### config.mk
export PLATFORM = sky130hd
export DESIGN_NAME = axi_dma_wr
export DESIGN_NICKNAME = d
export VERILOG_FILES = /design/src/logic/dma_wr_pkg.sv /design/src/logic/axi_dma_wr.sv /design/src/logic/burst_planner.sv /design/src/logic/dma_wr_ctrl.sv /design/src/logic/sync_fifo.sv /design/src/logic/wr_completion.sv
export SDC_FILE = /design/constraint.sdc
export NUM_CORES = 2
export LEC_CHECK = 0
export ABC_AREA = 1
export BUFFER_PORTS_ARGS = -buffer_cell sky130_fd_sc_hd__buf_2
export CAP_MARGIN = 20
export CELL_PAD_IN_SITES_DETAIL_PLACEMENT = 1
export CELL_PAD_IN_SITES_GLOBAL_PLACEMENT = 2
export CORE_MARGIN = 4
export CORE_UTILIZATION = 30
export DETAILED_ROUTE_END_ITERATION = 16
export PLACE_DENSITY_LB_ADDON = 0.1
export SLEW_MARGIN = 20
export SYNTH_ARGS = -nofsm -noshare
export SYNTH_HDL_FRONTEND = slang
export SYNTH_HIERARCHICAL = 1
export SYNTH_SLANG_ARGS = --single-unit
### constraint.sdc
create_clock -name clk -period 9.19 [get_ports clk]
set_input_delay 1.838 -clock clk [delete_from_list [all_inputs] [get_ports clk]]
set_output_delay 1.838 -clock clk [all_outputs]
set_load 0.01 [all_outputs]
### src/logic/dma_wr_pkg.sv
// write DMA shared definitions; addresses are word aligned and the stream width equals the AXI data width
`default_nettype none

package dma_wr_pkg;

    // bus and descriptor widths
    localparam int data_w = 32;
    localparam int strb_w = 4;
    localparam int addr_w = 32;
    localparam int len_w = 16;
    localparam int tag_w = 8;

    localparam int max_burst_len = 16;
    localparam int fifo_aw = 5;

    // derived burst limits
    localparam int addr_lsb = $clog2(strb_w);
    localparam int max_burst_bytes = max_burst_len * strb_w;
    localparam int bytes_w = $clog2(max_burst_bytes + 1);
    localparam int beats_w = $clog2(max_burst_len + 1);

    localparam logic [1:0] resp_okay = 2'b00;
    localparam logic [1:0] resp_slverr = 2'b10;
    localparam logic [1:0] resp_decerr = 2'b11;

    localparam logic [3:0] err_none = 4'd0;
    localparam logic [3:0] err_wr_slverr = 4'd6;
    localparam logic [3:0] err_wr_decerr = 4'd7;

    typedef struct packed {
        logic [addr_w-1:0] addr;
        logic [len_w-1:0]  len;
        logic [tag_w-1:0]  tag;
    } wr_desc_t;

    typedef struct packed {
        logic [len_w-1:0] len;
        logic [tag_w-1:0] tag;
        logic [3:0]       error;
    } wr_sts_t;

    typedef struct packed {
        logic [addr_w-1:0] addr;
        logic [7:0]        len;
    } aw_beat_t;

    typedef struct packed {
        logic [data_w-1:0] data;
        logic [strb_w-1:0] strb;
        logic              last;
    } w_beat_t;

    // one entry per burst, last marks the final burst of a descriptor
    typedef struct packed {
        logic [len_w-1:0] len;
        logic [tag_w-1:0] tag;
        logic             last;
    } sts_entry_t;

endpackage

`default_nettype wire

### src/logic/axi_dma_wr.sv
// stream to AXI4 write DMA top; AXI id is fixed at zero and bursts are full width INCR
`default_nettype none

module axi_dma_wr (
    input  wire logic                          clk,
    input  wire logic                          rst,
    input  wire dma_wr_pkg::wr_desc_t          req,
    input  wire logic                          req_valid,
    output logic                               req_ready,
    output dma_wr_pkg::wr_sts_t                sts,
    output logic                               sts_valid,
    input  wire logic [dma_wr_pkg::data_w-1:0] s_data,
    input  wire logic                          s_valid,
    input  wire logic                          s_last,
    output logic                               s_ready,
    output dma_wr_pkg::aw_beat_t               aw,
    output logic                               awvalid,
    input  wire logic                          awready,
    output logic [2:0]                         awsize,
    output logic [1:0]                         awburst,
    output logic [3:0]                         awcache,
    output logic [2:0]                         awprot,
    output dma_wr_pkg::w_beat_t                w,
    output logic                               wvalid,
    input  wire logic                          wready,
    input  wire logic [1:0]                    bresp,
    input  wire logic                          bvalid,
    output logic                               bready,
    input  wire logic                          enable
);

    import dma_wr_pkg::*;

    logic               plan_load;
    logic               plan_advance;
    logic [addr_w-1:0]  burst_addr;
    logic [bytes_w-1:0] burst_bytes;
    logic [beats_w-1:0] burst_beats;
    logic [len_w-1:0]   remaining;
    logic               w_push;
    w_beat_t            w_beat;
    logic               w_half_full;
    logic               w_empty;
    logic               sts_push;
    sts_entry_t         sts_entry_in;
    sts_entry_t         sts_entry_out;
    logic               sts_empty;
    logic               sts_pop;
    logic               slot_free;
    logic               burst_issued;

    assign awsize = 3'(addr_lsb);
    assign awburst = 2'b01;
    assign awcache = 4'b0011;
    assign awprot = 3'b010;
    assign wvalid = !w_empty;

    dma_wr_ctrl ctrl_i (
        .clk, .rst, .enable, .req, .req_valid, .req_ready,
        .s_data, .s_valid, .s_last, .s_ready, .aw, .awvalid, .awready,
        .plan_load, .plan_advance, .burst_addr, .burst_bytes, .burst_beats, .remaining,
        .w_push, .w_beat, .w_half_full, .sts_push, .sts_entry(sts_entry_in),
        .slot_free, .burst_issued
    );

    burst_planner planner_i (
        .clk, .rst, .load(plan_load), .desc(req), .advance(plan_advance),
        .burst_addr, .burst_bytes, .burst_beats, .remaining
    );

    sync_fifo #(.payload_t(w_beat_t), .aw(fifo_aw)) w_fifo_i (
        .clk, .rst, .push(w_push), .push_data(w_beat), .pop(wvalid && wready),
        .pop_data(w), .empty(w_empty), .half_full(w_half_full)
    );

    sync_fifo #(.payload_t(sts_entry_t), .aw(fifo_aw)) sts_fifo_i (
        .clk, .rst, .push(sts_push), .push_data(sts_entry_in), .pop(sts_pop),
        .pop_data(sts_entry_out), .empty(sts_empty), .half_full()
    );

    wr_completion completion_i (
        .clk, .rst, .sts_entry(sts_entry_out), .sts_empty, .sts_pop,
        .bresp, .bvalid, .bready, .burst_issued, .slot_free, .sts, .sts_valid
    );

endmodule

`default_nettype wire

### src/logic/burst_planner.sv
// burst planner for word-aligned INCR bursts; low address bits of a descriptor are dropped
`default_nettype none

module burst_planner (
    input  wire logic                           clk,
    input  wire logic                           rst,
    input  wire logic                           load,
    input  wire dma_wr_pkg::wr_desc_t           desc,
    input  wire logic                           advance,
    output logic [dma_wr_pkg::addr_w-1:0]       burst_addr,
    output logic [dma_wr_pkg::bytes_w-1:0]      burst_bytes,
    output logic [dma_wr_pkg::beats_w-1:0]      burst_beats,
    output logic [dma_wr_pkg::len_w-1:0]        remaining
);

    import dma_wr_pkg::*;

    logic [addr_w-1:0] addr_q;
    logic [len_w-1:0]  rem_q;
    logic [12:0]       room;
    logic [12:0]       cap;
    logic [12:0]       bytes_next;

    // bytes left before the next 4 KiB line
    assign room = 13'h1000 - {1'b0, addr_q[11:0]};
    assign cap = (room < 13'(max_burst_bytes)) ? room : 13'(max_burst_bytes);

    assign bytes_next = (rem_q < len_w'(cap)) ? 13'(rem_q) : cap;

    assign burst_addr = addr_q;
    assign burst_bytes = bytes_w'(bytes_next);
    // partial tail word still needs a full beat
    assign burst_beats = beats_w'((bytes_next + 13'(strb_w - 1)) >> addr_lsb);
    assign remaining = rem_q;

    always_ff @(posedge clk) begin
        if (load) begin
            addr_q <= desc.addr & ~addr_w'(strb_w - 1);
            rem_q <= desc.len;
        end else if (advance) begin
            addr_q <= addr_q + addr_w'(burst_bytes);
            rem_q <= rem_q - len_w'(burst_bytes);
        end

        if (rst) begin
            rem_q <= '0;
        end
    end

    // an issued burst never runs past a 4 KiB line
    assert property (@(posedge clk) disable iff (rst)
        advance |-> ({1'b0, burst_addr[11:0]} + 13'(burst_bytes)) <= 13'h1000);

endmodule

`default_nettype wire

### src/logic/dma_wr_ctrl.sv
// write DMA control FSM; descriptor length must be nonzero and every stream word is taken as full
`default_nettype none

module dma_wr_ctrl (
    input  wire logic                           clk,
    input  wire logic                           rst,
    input  wire logic                           enable,
    input  wire dma_wr_pkg::wr_desc_t           req,
    input  wire logic                           req_valid,
    output logic                                req_ready,
    input  wire logic [dma_wr_pkg::data_w-1:0]  s_data,
    input  wire logic                           s_valid,
    input  wire logic                           s_last,
    output logic                                s_ready,
    output dma_wr_pkg::aw_beat_t                aw,
    output logic                                awvalid,
    input  wire logic                           awready,
    output logic                                plan_load,
    output logic                                plan_advance,
    input  wire logic [dma_wr_pkg::addr_w-1:0]  burst_addr,
    input  wire logic [dma_wr_pkg::bytes_w-1:0] burst_bytes,
    input  wire logic [dma_wr_pkg::beats_w-1:0] burst_beats,
    input  wire logic [dma_wr_pkg::len_w-1:0]   remaining,
    output logic                                w_push,
    output dma_wr_pkg::w_beat_t                 w_beat,
    input  wire logic                           w_half_full,
    output logic                                sts_push,
    output dma_wr_pkg::sts_entry_t              sts_entry,
    input  wire logic                           slot_free,
    output logic                                burst_issued
);

    import dma_wr_pkg::*;

    typedef enum logic [2:0] {
        st_idle,
        st_start,
        st_write,
        st_finish,
        st_drop
    } state_t;

    state_t state;
    state_t state_next;

    logic               idle_q;
    logic               first_q;
    logic               last_burst_q;
    logic [tag_w-1:0]   tag_q;
    logic [len_w-1:0]   total_q;
    logic [beats_w-1:0] beats_left;
    logic [bytes_w-1:0] bytes_left;
    logic [bytes_w-1:0] step;
    logic [strb_w-1:0]  strb_trim;
    logic               aw_go;
    logic               beat_go;
    logic               pad_go;
    logic               burst_end;

    assign req_ready = idle_q && enable && slot_free;
    assign s_ready = (state == st_write && !w_half_full) || state == st_drop;
    assign burst_issued = awvalid && awready;
    assign plan_load = req_valid && req_ready;

    // first burst holds AW back until stream data shows up
    assign aw_go = state == st_start && !awvalid && slot_free && (s_valid || !first_q);
    assign plan_advance = aw_go;

    assign beat_go = state == st_write && s_valid && s_ready;
    assign pad_go = state == st_finish && !w_half_full;
    assign burst_end = beats_left == beats_w'(1);

    assign step = (bytes_left >= bytes_w'(strb_w)) ? bytes_w'(strb_w) : bytes_left;
    assign strb_trim = (bytes_left >= bytes_w'(strb_w)) ? '1 : strb_w'((1 << bytes_left) - 1);

    always_comb begin
        state_next = state;
        case (state)
            st_idle: begin
                if (plan_load) begin
                    state_next = st_start;
                end
            end
            st_start: begin
                if (aw_go) begin
                    state_next = st_write;
                end
            end
            st_write: begin
                if (beat_go) begin
                    if (burst_end && s_last) begin
                        state_next = st_idle;
                    end else if (burst_end && last_burst_q) begin
                        // descriptor used up, rest of the frame goes
                        state_next = st_drop;
                    end else if (burst_end) begin
                        state_next = st_start;
                    end else if (s_last) begin
                        state_next = st_finish;
                    end
                end
            end
            st_finish: begin
                if (pad_go && burst_end) begin
                    state_next = st_idle;
                end
            end
            st_drop: begin
                if (s_valid && s_last) begin
                    state_next = st_idle;
                end
            end
            default: begin
                state_next = st_idle;
            end
        endcase
    end

    always_ff @(posedge clk) begin
        state <= state_next;
        idle_q <= state_next == st_idle;
        awvalid <= awvalid && !awready;
        w_push <= beat_go || pad_go;
        sts_push <= beat_go && (burst_end || s_last);

        if (plan_load) begin
            tag_q <= req.tag;
            total_q <= '0;
            first_q <= 1'b1;
        end

        if (aw_go) begin
            awvalid <= 1'b1;
            aw.addr <= burst_addr;
            aw.len <= 8'(burst_beats - 1'b1);
            beats_left <= burst_beats;
            bytes_left <= burst_bytes;
            last_burst_q <= remaining == len_w'(burst_bytes);
            first_q <= 1'b0;
        end

        if (beat_go) begin
            w_beat.data <= s_data;
            w_beat.strb <= strb_trim;
            w_beat.last <= burst_end;
            total_q <= total_q + len_w'(step);
            sts_entry.len <= total_q + len_w'(step);
            sts_entry.tag <= tag_q;
            sts_entry.last <= last_burst_q || s_last;
        end

        // zero strobe filler after an early end of frame
        if (pad_go) begin
            w_beat.data <= '0;
            w_beat.strb <= '0;
            w_beat.last <= burst_end;
        end

        if (beat_go || pad_go) begin
            beats_left <= beats_left - 1'b1;
            bytes_left <= bytes_left - step;
        end

        if (rst) begin
            state <= st_idle;
            idle_q <= 1'b0;
            awvalid <= 1'b0;
            w_push <= 1'b0;
            sts_push <= 1'b0;
        end
    end

    assert property (@(posedge clk) disable iff (rst)
        awvalid && !awready |=> awvalid && $stable(aw));

endmodule

`default_nettype wire

### src/logic/sync_fifo.sv
// synchronous FIFO with registered half-full flag; the producer must not push while full
`default_nettype none

module sync_fifo #(
    parameter type payload_t = logic,
    parameter int  aw        = 5
) (
    input  wire logic     clk,
    input  wire logic     rst,
    input  wire logic     push,
    input  wire payload_t push_data,
    input  wire logic     pop,
    output payload_t      pop_data,
    output logic          empty,
    output logic          half_full
);

    payload_t mem [2**aw];

    // pointers carry one extra wrap bit
    logic [aw:0] wr_ptr;
    logic [aw:0] rd_ptr;
    logic [aw:0] fill;
    logic        full;

    assign empty = wr_ptr == rd_ptr;
    assign full = wr_ptr == (rd_ptr ^ {1'b1, {aw{1'b0}}});
    assign fill = wr_ptr - rd_ptr;
    assign pop_data = mem[rd_ptr[aw-1:0]];

    always_ff @(posedge clk) begin
        if (push) begin
            mem[wr_ptr[aw-1:0]] <= push_data;
        end
    end

    always_ff @(posedge clk) begin
        if (rst) begin
            wr_ptr <= '0;
            rd_ptr <= '0;
            half_full <= 1'b0;
        end else begin
            if (push) begin
                wr_ptr <= wr_ptr + 1'b1;
            end
            if (pop) begin
                rd_ptr <= rd_ptr + 1'b1;
            end
            half_full <= fill >= (aw+1)'(2**(aw-1));
        end
    end

    // producers and consumers in other modules must respect the flags
    assert property (@(posedge clk) disable iff (rst) !(push && full) && !(pop && empty));

endmodule

`default_nettype wire

### src/logic/wr_completion.sv
// write response tracking; B responses must arrive in AW order as AXI requires with a single id
`default_nettype none

module wr_completion (
    input  wire logic                    clk,
    input  wire logic                    rst,
    input  wire dma_wr_pkg::sts_entry_t  sts_entry,
    input  wire logic                    sts_empty,
    output logic                         sts_pop,
    input  wire logic [1:0]              bresp,
    input  wire logic                    bvalid,
    output logic                         bready,
    input  wire logic                    burst_issued,
    output logic                         slot_free,
    output dma_wr_pkg::wr_sts_t          sts,
    output logic                         sts_valid
);

    import dma_wr_pkg::*;

    logic [1:0]       worst_q;
    logic [1:0]       worst_next;
    logic [3:0]       err_code;
    logic [fifo_aw:0] outstanding;

    // a queued entry means a burst is waiting for its response
    assign bready = !sts_empty;
    assign sts_pop = bvalid && bready;
    assign slot_free = outstanding < (fifo_aw+1)'(2**fifo_aw);

    always_comb begin
        worst_next = worst_q;
        if (sts_pop && (bresp == resp_slverr || bresp == resp_decerr) && bresp > worst_q) begin
            worst_next = bresp;
        end

        case (worst_next)
            resp_slverr: err_code = err_wr_slverr;
            resp_decerr: err_code = err_wr_decerr;
            default:     err_code = err_none;
        endcase
    end

    always_ff @(posedge clk) begin
        sts_valid <= 1'b0;
        worst_q <= worst_next;

        if (sts_pop && sts_entry.last) begin
            sts.len <= sts_entry.len;
            sts.tag <= sts_entry.tag;
            sts.error <= err_code;
            sts_valid <= 1'b1;
            worst_q <= resp_okay;
        end

        case ({burst_issued, sts_pop})
            2'b10:   outstanding <= outstanding + 1'b1;
            2'b01:   outstanding <= outstanding - 1'b1;
            default: outstanding <= outstanding;
        endcase

        if (rst) begin
            sts_valid <= 1'b0;
            worst_q <= resp_okay;
            outstanding <= '0;
        end
    end

    // controller only raises AW with a slot in hand
    assert property (@(posedge clk) disable iff (rst) burst_issued |-> slot_free);

endmodule

`default_nettype wire

# Word level (Yosys, flattened, before mapping)
# Memories as Yosys holds them, arrays and structs flattened. A register that Yosys moved wholly into a read port is not among the register bits.
# Index checks and enable logic that the tools add are counted.
totals:
  in_bits: 99
  ram_bits: 1984
  reg_bits: 257
  n_memories: 2
  wordCells: 153
  out_inout_bits: 123
op_classes:
  n_lt_le_gt_ge: 6
  reduce_logical: 42
  n_eq_ne: 14
  muxes: 39
  shifts: 1
  add_sub_neg: 16
mem_list:
  columns: ["memory", "depth", "width", "rd", "rd_ports_with_merged_regs", "write_ports", "line_no", "text"]
  rows:
  - ["w_fifo_i.mem", 32, 37, 1, 1, 1, "sync_fifo.sv:18", "payload_t mem [2**aw];"]
  - ["sts_fifo_i.mem", 32, 25, 1, 1, 1, "sync_fifo.sv:18", null]
op_table:
  columns: ["operator", "count"]
  rows:
  - ["$mux 16", 4]
  - ["$mux 32", 2]
  - ["$add 32x7->32", 1]
  - ["$add 6x1->6 const B", 5]
  - ["$mux 5", 6]
  - ["$mux 7", 4]
  - ["$mux 3", 9]
  - ["$logic_and 1x1->1", 22]
  - ["$add 16x7->16", 1]
  - ["$eq 16x7->1", 1]
  - ["$lt 16x13->1", 1]
  - ["$sub 16x7->16", 1]
  - ["$pmux 3 s5", 1]
  - ["$lt 13x7->1 const B", 1]
  - ["$mux 13", 1]
  - ["$sub 13x12->13 const A", 1]
  - ["$eq 6x6->1", 2]
  - ["$pmux 6 s2", 1]
  - ["$eq 2x2->1 const B", 5]
  - ["$reduce_bool 2->1", 5]
  - ["$mux 1", 8]
  - ["$add 7x2->7 const B", 1]
  - ["$ge 7x3->1 const B", 1]
  - ["$shl 1x7->4 const A", 1]
  - ["other kinds (21)", 33]

# Longest topological paths before layout
depth:
  ltp_word: 8
  depth_mapped: 38
  ltp_nobuf: 37

# Modules after synthesis
# The synthesis kept the hierarchy.
modules_own_cells:
  columns: ["mod", "seq_area_each_um2", "instances", "area_each_um2", "cells_each"]
  rows:
  - ["sync_fifo (w_fifo_i)", 35914.4, 1, 49246.0, 4157]
  - ["sync_fifo (sts_fifo_i)", 24383.4, 1, 33513.4, 2863]
  - ["dma_wr_ctrl", 3913.8, 1, 6063.3, 583]
  - ["burst_planner", 1261.2, 1, 4010.1, 568]
  - ["wr_completion", 960.9, 1, 1534.0, 140]
  - ["axi_dma_wr", 0.0, 1, 111.4, 17]

# Worst setup path after synthesis
# OpenSTA, ideal clock, no wires.
synth_timing:
  kind: "register to register"
  from: "reg planner_i.addr_q[0] (netlist: planner_i/burst_addr[0])"
  to: "reg planner_i.addr_q[30] (netlist: planner_i/burst_addr[30]), data pin"
  synth_period_minus_slack_ns: 4.623
  slack_ns: 4.567
  required_ns: 8.934
  n_path_buf: 1
  setup_ns: 0.256
  path_stages_with_launch: 36
  arrival_ns: 4.367
  path_cell_list: "dfxtp_1 -> inv_1 -> ha_1 -> nand2_1 -> nor2_1 -> a21oi_2 -> nand2_1 -> nor2_1 -> inv_1 -> ha_1 -> a21oi_1 -> nor2_1 -> a211oi_1 -> nand2_1 -> nand2_2 -> nand2_2 -> buf_6 -> nand2_2 -> nand2_2 -> inv_1 -> ha_1 -> inv_1 -> fa_1 -> nor2_1 -> a21oi_1 -> o21ai_0 -> and2_1 -> nand2_1 -> a21boi_2 -> o21ai_2 -> nor2_2 -> nand2_1 -> nor2_1 -> nand2_1 -> o21ai_1 -> nand2_1"
synth_via:
  elab_chain_len: 8
synth_lines:
  columns: ["element", "line_no", "text"]
  rows:
  - ["from (decl)", "burst_planner.sv:18", "logic [addr_w-1:0] addr_q;"]
  - ["from (signal assigned)", "burst_planner.sv:38", "addr_q <= desc.addr & ~addr_w'(strb_w - 1);"]
  - ["from (signal assigned)", "burst_planner.sv:41", "addr_q <= addr_q + addr_w'(burst_bytes);"]
  - ["$sub 13x12->13 *", "burst_planner.sv:25", "assign room = 13'h1000 - {1'b0, addr_q[11:0]};"]
  - ["$lt 13x7->1", "burst_planner.sv:26", "assign cap = (room < 13'(max_burst_bytes)) ? room : 13'(max_burst_bytes);"]
  - ["$mux 13 *", "burst_planner.sv:26", null]
  - ["$lt 16x13->1", "burst_planner.sv:28", "assign bytes_next = (rem_q < len_w'(cap)) ? 13'(rem_q) : cap;"]
  - ["$mux 7 *", "burst_planner.sv:28", null]
  - ["via burst_bytes[0]", "axi_dma_wr.sv:37", "logic [bytes_w-1:0] burst_bytes;"]
  - ["$add 32x7->32 *", "burst_planner.sv:41", null]
  - ["$mux 32 *", "burst_planner.sv:40", "end else if (advance) begin"]
  - ["$mux 32 *", "burst_planner.sv:37", "if (load) begin"]
# The timed path passes the listed nets; every way through them passes the cells marked *. The select of a mux whose other input is x is not followed.
# A chain may end at the register's enable or synchronous reset.

==> out/qor.yml <==
global_routing:
  grt_pass1_wl_mm: 458
  grt_util_all_layers: 0.192
  grt_pass1_vias: 65100
  grt_overflow: 0
  antenna_found_initial: 17
  grt_max_degree: 284
drt:
  wl_per_cell_um: 24.7
  drtIter0Drc: 3771
  drtPass1Iterations: 7
  antenna_left: 0
  vias: 62700
  wl_mm: 317
  drcViolationCount: 0
  drt-vias-per-instance: 4.88
sta:
  slew_viol_final: 0
  tightest_slew_ns: 1.27
  finalSetupTns_ns: 0
  timing_hold_violations_final: 0
  post-route-min-period_ns: 6.57
  relSlewSlack: 0.156
  clock-skew-final_ns: 0.0469
  max_freq_mhz: 152
  finalSetupViolations: 0
  finalCritPeriodShare: 0.715
  rsz0062_at_grt: "false"
pwr:
  p_int_uw: 17500
  powerDensity_mw_per_mm2: 207
  comb_power_share: 0.024
  finalPower_uw: 22300
  ir_drop_uv: 114
  clkPwrFrac: 0.466
  power_frac_seq: 0.510
  p_leak_uw: 0.0394
  switching_power_uw: 4820
  switching_share: 0.216
placement:
  dp_hpwl_mm: 167
  dpl_cell_area_mm2: 0.0990
  gp_congestion: 0.728
  io_buffers: 206
  place_inst: 12300
worst_setup_path:
  start_kind: "flop"
  cp.arrival_ns: 4.73
  cp-end-kind: "primary output"
  required_ns: 7.35
  reg2reg_to: "planner_i/burst_addr[30]"
  crit_top_cell: "nand2_1"
  critPathMaxStageDelay_ns: 0.84
  slowest_stage: "dfxtp_4"
  cp_num_buf_inv: 3
  r2r_start: "planner_i/burst_addr[0]"
  critical-path-top-delay-family: "buffers and inverters"
  worst-path-max-fanout: 283
  cp_cell_sequence: "clkinv_16 > buf_12 > nand2_1 > nand3_1 > nand3_1 > nand2_1 > nand2_1 > nand2_1 > nand2_1 > nand2_1 > buf_2"
  rrSetupSlack_ns: 3.14
  reg2reg_depth: 34
  setup.worst_path.class: "flop to primary output"
cells_and_area:
  multi_input_area_mm2: 0.0243
  drive_gt1_frac: 0.102
  stdcell_count: 12800
  seqCellArea_mm2: 0.0665
  final_core_util: 0.345
  nNetsFinal: 8660
  final.fill_count: 34000
  area_delta_synth_final_pct: 14.1
  postLayoutCellArea_mm2: 0.108
clock_tree:
  cts_resized: 0
  cts_hold_buffers: 0
  cts_setup_buffers: 0
  cts.htree.levels: 5
  cts_inserted_buffers: 277
  cts.sinks: 2247
  insertion_delay_ns: 0.86
  cts_tree: "yes"
  cts_buffer_depth: 4
  cts_root_buf: "clkbuf_16"
  path_clk_slew_ns: 0.05
floorplanning:
  num_rows: 205
  ios: 222
  die_x_um: 569
  initial_core_util: 0.302
  core_area_mm2: 0.312
  dieArea_mm2: 0.324
  die_h_um: 569
synthesis:
  synth.avg_cell_area_um2: 11.4
  ys_warn_count: 6
  syn-instance-count: 8304
  synth_area_mm2: 0.0944
min_path:
  worstHoldStart: "ctrl_i/tag_q[5]"
  min_path_cells: 0
  worstHoldEndpoint: "ctrl_i/sts_entry[6]"
  worstHoldPathType: "flop to flop"
status:
  status: "finished, final reports clean"
job:
  cap_violations: 0
[metrics by stage]
| step | hold WS (ns) | setup slack [ns] |
|---|---|---|
| after global routing | 0.431 | 2.41 |
| final | 0.420 | 2.62 |
| after CTS | 0.421 | 2.66 |
| after global placement | 0.407 | 3.12 |
| after floorplan | 0.400 | 4.57 |
| after detailed placement | 0.408 | 3.14 |
[sequential cells by signal, indices dropped and copies added, names as in the netlist, 2 cells and up, named ones only]
signal / flops
ctrl_i/aw: 38
sts_fifo_i/rd_ptr: 6
ctrl_i/beats_left: 5
planner_i/remaining: 16
w_fifo_i/wr_ptr: 6
ctrl_i/sts_entry: 25
completion_i/sts: 26
ctrl_i/state: 3
ctrl_i/total_q: 16
completion_i/outstanding: 6
ctrl_i/w_beat: 37
w_fifo_i/mem: 1184
ctrl_i/bytes_left: 7
w_fifo_i/rd_ptr: 6
planner_i/burst_addr: 32
sts_fifo_i/mem: 800
completion_i/worst_q: 2
ctrl_i/tag_q: 8
sts_fifo_i/wr_ptr: 6
[power groups by stage]
| stage | Combinational, uW | Clock, uW | Sequential (uW) |
|---|---|---|---|
| after floorplan | 330 | 0 | 11600 |
| after global placement | 546 | 0 | 11600 |
| after detailed placement | 552 | 0 | 11600 |
| after CTS | 554 | 10800 | 11400 |
| after global routing | 617 | 11200 | 11400 |
| final | 537 | 10400 | 11400 |
[area by class of cell]
class | instances | area share
sequential | 2247 | 0.617
multi-input combinational | 5397 | 0.225
clock buffer | 372 | 0.0703
tap | 4140 | 0.0481
timing repair buffer | 365 | 0.0224
clock inverter | 115 | 0.00859
inverter | 204 | 0.00786
antenna | 8 | 0.000186
[per-layer routing]
metal / up-vias / share of wire / track usage
li1: 29100 / - / -
met1: 32200 / 0.46 / 0.258
met2: 987 / 0.48 / 0.328
met3: 449 / 0.032 / 0.0222
met4: 0 / 0.028 / 0.0531
met5: - / 0 / 0
[cell usage in the layout, fill, tap and decap left out, types with 10 or more instances in the layout]
master and instances:
conb_1 24, clkbuf_1 77, nand3_1 1563, a31oi_1 12, o21ai_1 16, dfxtp_1 76
ha_1 66, clkinv_2 28, nand2_1 3095, nand2_2 23, dfxtp_2 23, o21ai_0 94
edfxtp_1 2141, nor2_1 201, nor3_1 23, clkbuf_16 286, inv_1 188, clkinv_1 56
xor2_1 29, buf_8 13, nor2_4 68, buf_2 206, buf_4 139, bufinv_16 10
a21oi_1 78, nand4_1 13
[worst max path at each step]
stage	start	end	slack, ns	cells past startpoint
after floorplan	planner_i/burst_addr[0]	planner_i/burst_addr[30]	4.57	35
after global placement	planner_i/burst_addr[0]	planner_i/burst_addr[30]	3.12	34
after detailed placement	planner_i/burst_addr[0]	planner_i/burst_addr[30]	3.14	34
after CTS	flop	w[21]	2.66	11
after global routing	flop	w[26]	2.41	11
final	flop	w[3]	2.62	11
Note: power is estimated with default switching activity, not from simulation.
